--- src/design/periph_defs.svh ---
// ========================================
// Widths, address map and register bit
// positions of the peripheral block.
// Included by the package and the RTL.
// ========================================

`ifndef PERIPH_DEFS_SVH
`define PERIPH_DEFS_SVH

// Bus widths
`define ADDR_W 24
`define DATA_W 32

// Peripheral select field of the address
`define SEL_LSB 16
`define SEL_MSB 19
`define SEL_STATUS 4'd0
`define SEL_DSP 4'd1
`define SEL_PAD 4'd2
`define SEL_FLASH 4'd3

// Low selects operand A, high selects operand B
`define DSP_OPB_BIT 2

`define STATUS_RESET 2'b01
`define PAD_SHIFT_W 16

// Flash control word layout
`define FLASH_IN_LSB 0
`define FLASH_EN_LSB 4
`define FLASH_CLK_BIT 8
`define FLASH_CSN_BIT 9
`define FLASH_ACTIVE_BIT 15

`endif

--- src/design/periph_pkg.sv ---
// ========================================
// Shared types of the peripheral block:
// bus words, request and response structs,
// write strobes and pin bundles.
// ========================================

`include "periph_defs.svh"

package periph_pkg;

    typedef logic [`ADDR_W-1:0] addr_t;
    typedef logic [`DATA_W-1:0] data_t;
    typedef logic [`DATA_W/8-1:0] wstrb_t;
    typedef logic [15:0] half_t;
    typedef logic signed [31:0] product_t;
    typedef logic [3:0] nibble_t;

    // Decoded bus target
    typedef enum logic [2:0] {
        PERIPH_NONE,
        PERIPH_STATUS,
        PERIPH_DSP,
        PERIPH_PAD,
        PERIPH_FLASH
    } periph_id_t;

    typedef struct packed {
        logic valid;
        addr_t address;
        data_t write_data;
        wstrb_t wstrb;
    } mmio_req_t;

    typedef struct packed {
        logic ready;
        data_t read_data;
    } mmio_rsp_t;

    // One-cycle strobes with the low half of the write data
    typedef struct packed {
        logic status_we;
        logic dsp_a_we;
        logic dsp_b_we;
        logic pad_we;
        logic flash_we;
        half_t data;
    } periph_wr_t;

    typedef struct packed {
        logic btn_u;
        logic btn_1;
        logic btn_2;
        logic btn_3;
    } pad_buttons_t;

    typedef struct packed {
        logic [1:0] clk_ddr;
        logic csn;
        nibble_t data_in;
        nibble_t data_in_en;
    } flash_pins_t;

endpackage

--- src/design/dsp_multiplier.sv ---
// ========================================
// Signed 16x16 multiplier driven through
// two operand registers. The product is
// registered and recomputed every cycle.
// ========================================

`timescale 1ns/1ps

module dsp_multiplier (
    input logic vdp_clk,
    input periph_pkg::periph_wr_t wr,
    output periph_pkg::product_t result
);
    import periph_pkg::*;

    half_t op_a;
    half_t op_b;

    // Operand registers and the registered product
    always_ff @(posedge vdp_clk) begin
        if (wr.dsp_a_we) begin
            op_a <= wr.data;
        end

        if (wr.dsp_b_we) begin
            op_b <= wr.data;
        end

        // Signed only
        result <= $signed(op_a) * $signed(op_b);
    end

    // Bus decode picks one operand per write
    assert property (@(posedge vdp_clk) wr.dsp_a_we |-> !wr.dsp_b_we)
        else $error("both operand strobes fired together");

endmodule

--- src/design/flash_bitbang.sv ---
// ========================================
// CPU bit-bang control of the flash pins.
// While active the pins follow the control
// registers; otherwise they sit idle.
// ========================================

`timescale 1ns/1ps

`include "periph_defs.svh"

module flash_bitbang (
    input logic vdp_clk,
    input logic vdp_reset,
    input periph_pkg::periph_wr_t wr,
    output periph_pkg::flash_pins_t flash
);
    import periph_pkg::*;

    logic active_q;
    logic clk_q;
    logic csn_q;
    nibble_t in_q;
    nibble_t in_en_q;

    always_ff @(posedge vdp_clk) begin
        if (vdp_reset) begin
            active_q <= 1'b0;
            clk_q <= 1'b0;
            in_en_q <= '0;
        end else if (wr.flash_we) begin
            active_q <= wr.data[`FLASH_ACTIVE_BIT];
            clk_q <= wr.data[`FLASH_CLK_BIT];
            in_en_q <= wr.data[`FLASH_EN_LSB +: 4];
        end
    end

    // Pin data and chip select carry no reset
    always_ff @(posedge vdp_clk) begin
        if (wr.flash_we) begin
            in_q <= wr.data[`FLASH_IN_LSB +: 4];
            csn_q <= wr.data[`FLASH_CSN_BIT];
        end
    end

    always_comb begin
        if (active_q) begin
            flash.clk_ddr = {2{clk_q}};
            flash.csn = csn_q;
            flash.data_in = in_q;
            flash.data_in_en = in_en_q;
        end else begin
            // Idle: deselected, clock low, outputs off
            flash.clk_ddr = 2'b00;
            flash.csn = 1'b1;
            flash.data_in = '0;
            flash.data_in_en = '0;
        end
    end

    // A write with active clear leaves the pins idle
    assert property (@(posedge vdp_clk) disable iff (vdp_reset)
        (wr.flash_we && !wr.data[`FLASH_ACTIVE_BIT])
        |=> (flash.csn && flash.data_in_en == '0))
        else $error("flash pins driven while bit-bang inactive");

endmodule

--- src/design/mmio_bus.sv ---
// ========================================
// Bus port of the peripheral block. Decodes
// a request, answers with a one-cycle ready
// pulse, strobes the target and holds the LEDs
// ========================================

`timescale 1ns/1ps

`include "periph_defs.svh"

module mmio_bus (
    input logic vdp_clk,
    input logic vdp_reset,
    input periph_pkg::mmio_req_t bus_req,
    output periph_pkg::mmio_rsp_t bus_rsp,
    output periph_pkg::periph_wr_t wr,
    input periph_pkg::product_t dsp_result,
    input logic [1:0] pad_bits,
    input periph_pkg::nibble_t flash_out,
    output logic led_r,
    output logic led_b
);
    import periph_pkg::*;

    periph_id_t sel_id;
    periph_id_t id_q;
    logic ready_q;
    logic write_q;
    logic opb_q;
    half_t data_q;
    data_t read_data;
    logic [1:0] status_q;
    logic accept;
    logic fire;

    // A valid seen during ready belongs to the ending transaction
    assign accept = bus_req.valid && !ready_q;
    assign fire = ready_q && write_q;

    always_comb begin
        case (bus_req.address[`SEL_MSB:`SEL_LSB])
            `SEL_STATUS: sel_id = PERIPH_STATUS;
            `SEL_DSP: sel_id = PERIPH_DSP;
            `SEL_PAD: sel_id = PERIPH_PAD;
            `SEL_FLASH: sel_id = PERIPH_FLASH;
            default: sel_id = PERIPH_NONE;
        endcase
    end

    always_ff @(posedge vdp_clk) begin
        if (vdp_reset) begin
            ready_q <= 1'b0;
            write_q <= 1'b0;
            id_q <= PERIPH_NONE;
        end else begin
            ready_q <= accept;
            if (accept) begin
                write_q <= |bus_req.wstrb;
                id_q <= sel_id;
            end
        end
    end

    // Payload and operand select captured with the request
    always_ff @(posedge vdp_clk) begin
        if (accept) begin
            opb_q <= bus_req.address[`DSP_OPB_BIT];
            data_q <= bus_req.write_data[15:0];
        end
    end

    always_comb begin
        wr.status_we = fire && (id_q == PERIPH_STATUS);
        wr.dsp_a_we = fire && (id_q == PERIPH_DSP) && !opb_q;
        wr.dsp_b_we = fire && (id_q == PERIPH_DSP) && opb_q;
        wr.pad_we = fire && (id_q == PERIPH_PAD);
        wr.flash_we = fire && (id_q == PERIPH_FLASH);
        wr.data = data_q;
    end

    // Status and unmapped reads return zero
    always_comb begin
        case (id_q)
            PERIPH_DSP: read_data = dsp_result;
            PERIPH_PAD: read_data = {{(`DATA_W-2){1'b0}}, pad_bits};
            PERIPH_FLASH: read_data = {{(`DATA_W-4){1'b0}}, flash_out};
            default: read_data = '0;
        endcase
        bus_rsp.ready = ready_q;
        bus_rsp.read_data = read_data;
    end

    always_ff @(posedge vdp_clk) begin
        if (vdp_reset) begin
            status_q <= `STATUS_RESET;
        end else if (wr.status_we) begin
            status_q <= wr.data[1:0];
        end
    end

    assign led_r = status_q[0];
    assign led_b = status_q[1];

    // Only one transaction in flight
    assert property (@(posedge vdp_clk) disable iff (vdp_reset) ready_q |=> !ready_q)
        else $error("ready held high for two cycles");

endmodule

--- src/design/pad_reader.sv ---
// ========================================
// Gamepad reader. Mocks a serial pad with
// the board buttons: latch loads the shift
// register, a pad clock edge shifts it out.
// ========================================

`timescale 1ns/1ps

`include "periph_defs.svh"

module pad_reader (
    input logic vdp_clk,
    input periph_pkg::periph_wr_t wr,
    input periph_pkg::pad_buttons_t buttons,
    output logic [1:0] pad_bits
);
    logic [1:0] ctrl_q;
    logic pad_latch;
    logic pad_clk;
    logic pad_clk_q;
    logic [`PAD_SHIFT_W-1:0] latch_value;
    logic [`PAD_SHIFT_W-1:0] shift_q;
    logic user_q;

    assign pad_latch = ctrl_q[0];
    assign pad_clk = ctrl_q[1];

    always_ff @(posedge vdp_clk) begin
        if (wr.pad_we) begin
            ctrl_q <= wr.data[1:0];
        end
    end

    // B, left and right positions of a real pad
    always_comb begin
        latch_value = '0;
        latch_value[0] = buttons.btn_2;
        latch_value[6] = buttons.btn_3;
        latch_value[7] = buttons.btn_1;
    end

    always_ff @(posedge vdp_clk) begin
        if (pad_latch) begin
            shift_q <= latch_value;
        end

        // Shift wins when both happen
        if (pad_clk && !pad_clk_q) begin
            shift_q <= {1'b0, shift_q[`PAD_SHIFT_W-1:1]};
        end

        pad_clk_q <= pad_clk;
    end

    // User button through one register
    always_ff @(posedge vdp_clk) begin
        user_q <= buttons.btn_u;
    end

    assign pad_bits = {user_q, shift_q[0]};

endmodule

--- src/design/periph_top.sv ---
// ========================================
// Top of the peripheral block. Connects the
// bus port to the multiplier, the gamepad
// reader and the flash bit-bang port.
// ========================================

`timescale 1ns/1ps

module periph_top (
    input logic vdp_clk,
    input logic vdp_reset,

    input periph_pkg::mmio_req_t bus_req,
    output periph_pkg::mmio_rsp_t bus_rsp,

    input periph_pkg::pad_buttons_t buttons,

    input periph_pkg::nibble_t flash_out,
    output periph_pkg::flash_pins_t flash,

    output logic led_r,
    output logic led_b
);
    import periph_pkg::*;

    periph_wr_t wr;
    product_t dsp_result;
    logic [1:0] pad_bits;

    mmio_bus u_mmio_bus (
        .vdp_clk(vdp_clk),
        .vdp_reset(vdp_reset),

        .bus_req(bus_req),
        .bus_rsp(bus_rsp),

        .wr(wr),

        .dsp_result(dsp_result),
        .pad_bits(pad_bits),
        // Registered in the pad cell outside this block
        .flash_out(flash_out),

        .led_r(led_r),
        .led_b(led_b)
    );

    dsp_multiplier u_dsp_multiplier (
        .vdp_clk(vdp_clk),
        .wr(wr),
        .result(dsp_result)
    );

    pad_reader u_pad_reader (
        .vdp_clk(vdp_clk),
        .wr(wr),
        .buttons(buttons),
        .pad_bits(pad_bits)
    );

    flash_bitbang u_flash_bitbang (
        .vdp_clk(vdp_clk),
        .vdp_reset(vdp_reset),
        .wr(wr),
        .flash(flash)
    );

endmodule

--- config.mk ---
export PLATFORM = sky130hd
export DESIGN_NAME = periph_top
export DESIGN_NICKNAME = d
export VERILOG_FILES = /design/src/design/periph_pkg.sv /design/src/design/dsp_multiplier.sv /design/src/design/flash_bitbang.sv /design/src/design/mmio_bus.sv /design/src/design/pad_reader.sv /design/src/design/periph_top.sv
export VERILOG_INCLUDE_DIRS = /design/src /design/src/design
export SDC_FILE = /design/constraint.sdc
export NUM_CORES = 1
export LEC_CHECK = 0
export ABC_AREA = 1
export BUFFER_PORTS_ARGS = -buffer_cell sky130_fd_sc_hd__clkbuf_2
export CAP_MARGIN = 0
export CORE_MARGIN = 3
export CORE_UTILIZATION = 25
export CTS_BUF_LIST = sky130_fd_sc_hd__clkbuf_16
export CTS_CLUSTER_SIZE = 8
export DETAILED_ROUTE_END_ITERATION = 8
export SYNTH_ARGS = -nofsm -noshare
export SYNTH_HDL_FRONTEND = slang
export SYNTH_HIERARCHICAL = 1
export SYNTH_SLANG_ARGS = --single-unit
--- constraint.sdc ---
create_clock -name vdp_clk -period 6.27 [get_ports vdp_clk]
set_input_delay 0.3135 -clock vdp_clk [delete_from_list [all_inputs] [get_ports vdp_clk]]
set_output_delay 0.3135 -clock vdp_clk [all_outputs]
set_load 0.005 [all_outputs]
==> results.json <==
{
  "drtPass1Iterations": 6,
  "port-buffer-count": 81,
  "cp.required_ps": 6540,
  "cts.sink_count": 111,
  "ir_drop_mv": 0.121,
  "dieArea_sq_um": 61100,
  "root_buffer": "clkbuf_16",
  "start_util_pct": 25.5,
  "end_kind": "register",
  "io_pins": 117,
  "avgSynthCellArea_sq_um": 8.13,
  "final_common_cell": "inv_1",
  "powerDensity_nw_per_um2": 101,
  "tns_ps": 0,
  "drt_iter0_markers": 495,
  "die_x_um": 247,
  "finClkSkew_ps": 17.2,
  "via_count": 10600,
  "die_y_um": 247,
  "critPathLaunch": "u_dsp_multiplier/op_a[8]",
  "report.final.slew_viol_count": 0,
  "crit_end": "u_dsp_multiplier/result[29]",
  "diodes": 0,
  "path_max_fanout": 16,
  "fmax_mhz": 173,
  "holdWs_ps": 99.3,
  "min_path_type": "in2reg",
  "post-route-period-util_pct": 92.3,
  "syn-cell-area_sq_um": 14500,
  "std_cell_rows": 87,
  "tightest_slew_ps": 1030,
  "grt_pass1_vias": 11400,
  "gp_congestion": 0.838,
  "dp_hpwl_um": 28000,
  "timing_worst_setup_path_type": "reg2reg",
  "numCtsBuffers": 9,
  "route.detailed.drc": 0,
  "cts_max_path_buffers": 2,
  "drive_gt1_share_pct": 8.03,
  "p_leak_uw": 0.00908,
  "ff2ff_path_depth": 21,
  "drv.max_cap_violation_count": 0,
  "arrival_ps": 6050,
  "worstReg2RegStart": "u_dsp_multiplier/op_a[8]",
  "cts_tree": "built",
  "synth_nets": 2202,
  "finalSetupViolations": 0,
  "fin_crit_ps": 5780,
  "cts-htree-levels": 3,
  "reg2reg_slack_ps": 490,
  "startpoint_type": "register",
  "fin_util_pct": 28.3,
  "antenna_found_initial": 0,
  "nNetsFinal": 2252,
  "final_cells": 2598,
  "clk_latency_ps": 380,
  "avgRoutedWirePerCell_um": 13.1,
  "hold_viol": 0,
  "outcome": "complete, no violations",
  "via_per_inst": 4.07,
  "dp_cells": 2577,
  "grt_pass1_wl_um": 57500,
  "syn_to_final_growth_pct": 10.9,
  "core_sq_um": 56900,
  "wirelength_um": 34000,
  "timing.rr.end": "u_dsp_multiplier/result[29]",
  "path_clk_slew_ps": 100,
  "drtAntennaViolNets": 0,
  "slew_headroom_pct": 31.0,
  "grt_max_degree": 32,
  "track_usage_pct": 12.0,
  "ys_warn_count": 6,
  "synth_cells": 1787,
  "overflow": 0,
  "grt_setup_unrepaired": "no",
  "nFillCells": 6169,
  "final_cell_mix": "inv_1, nand2_1, fa_1"
}
-- worst max-delay path, stage by stage, from the launching register on --
cell and delay, ps:
edfxtp_1 750, nand2_1 190, inv_1 70, fa_1 530, inv_1 50, fa_1 470
fa_1 520, inv_1 60, fa_1 520, fa_1 510, inv_1 60, fa_1 490
inv_1 50, ha_1 340, nand2_1 190, inv_1 60, a21oi_1 250, nand3_1 210
nand2_1 150, nand3b_1 90, nand2_1 60, nand2_1 40
-- through the flow --
stage / setup slack, ps / cell area, sq um / total power, uW
3_5_place_dp: 418 / 15800 / 1050
2_1_floorplan: 825 / 14500 / 980
3_3_place_gp: 478 / 15800 / 1050
5_1_grt: 137 / 16100 / 1730
4_1_cts: 392 / 16100 / 1670
6_report: 486 / 16100 / 1640
-- sequential cells by signal, indices dropped and copies added (netlist names), 2 cells and up --
name / count
u_flash_bitbang/in_q: 4
u_mmio_bus/status_q: 2
u_dsp_multiplier/op_a: 16
u_flash_bitbang/in_en_q: 4
u_mmio_bus/data_q: 16
u_dsp_multiplier/op_b: 16
u_pad_reader/ctrl_q: 2
u_pad_reader/shift_q: 8
u_mmio_bus/id_q: 3
u_dsp_multiplier/result: 32
-- layout make-up --
cell class / count / area (sq um) / area share, %
inverters: 545 / 2050 / 12.7
multi-input cells: 1063 / 9350 / 58.0
clock buffers: 9 / 225 / 1.40
flip-flops and latches: 111 / 2860 / 17.8
well taps: 756 / 946 / 5.87
repair buffers: 107 / 616 / 3.82
clock inverters: 7 / 73.8 / 0.458
-- timing repair --
item,in CTS,in global routing
setup buffers,0,4
endpoints found under the setup margin,0,1
endpoints found under the hold margin,1,0
hold buffers,1,0
resized for setup,0,0
-- metal layers --
layer / global-route usage, % / share of wire [%] / up-vias
met5: 0 / 0 / -
met4: 4.25 / 2.8 / 0
met3: 1.64 / 3.7 / 56
met2: 22.5 / 53 / 188
met1: 13.9 / 40 / 5179
li1: - / - / 5149
-- report_power, final --
| group | switching, uW | leakage, uW | internal, uW |
|---|---|---|---|
| sequential | 13.0 | 0.000990 | 801 |
| clock | 324 | 0.000145 | 283 |
| combinational | 134 | 0.00794 | 80.5 |
| total | 471 | 0.00908 | 1160 |
-- how the worst min path moves through the flow --
stage | slack [ps] | startpoint | cells after the start | to
after floorplan | 340 | buttons[3] | 0 | u_pad_reader/user_q
after global placement | 430 | buttons[3] | 1 | u_pad_reader/user_q
after detailed placement | 420 | buttons[3] | 1 | u_pad_reader/user_q
after CTS | 70 | bus_req[9] | 1 | u_mmio_bus/data_q[5]
after global routing | 90 | bus_req[9] | 1 | u_mmio_bus/data_q[5]
final | 100 | bus_req[9] | 1 | u_mmio_bus/data_q[5]
Note: power is estimated with default switching activity, not from simulation.
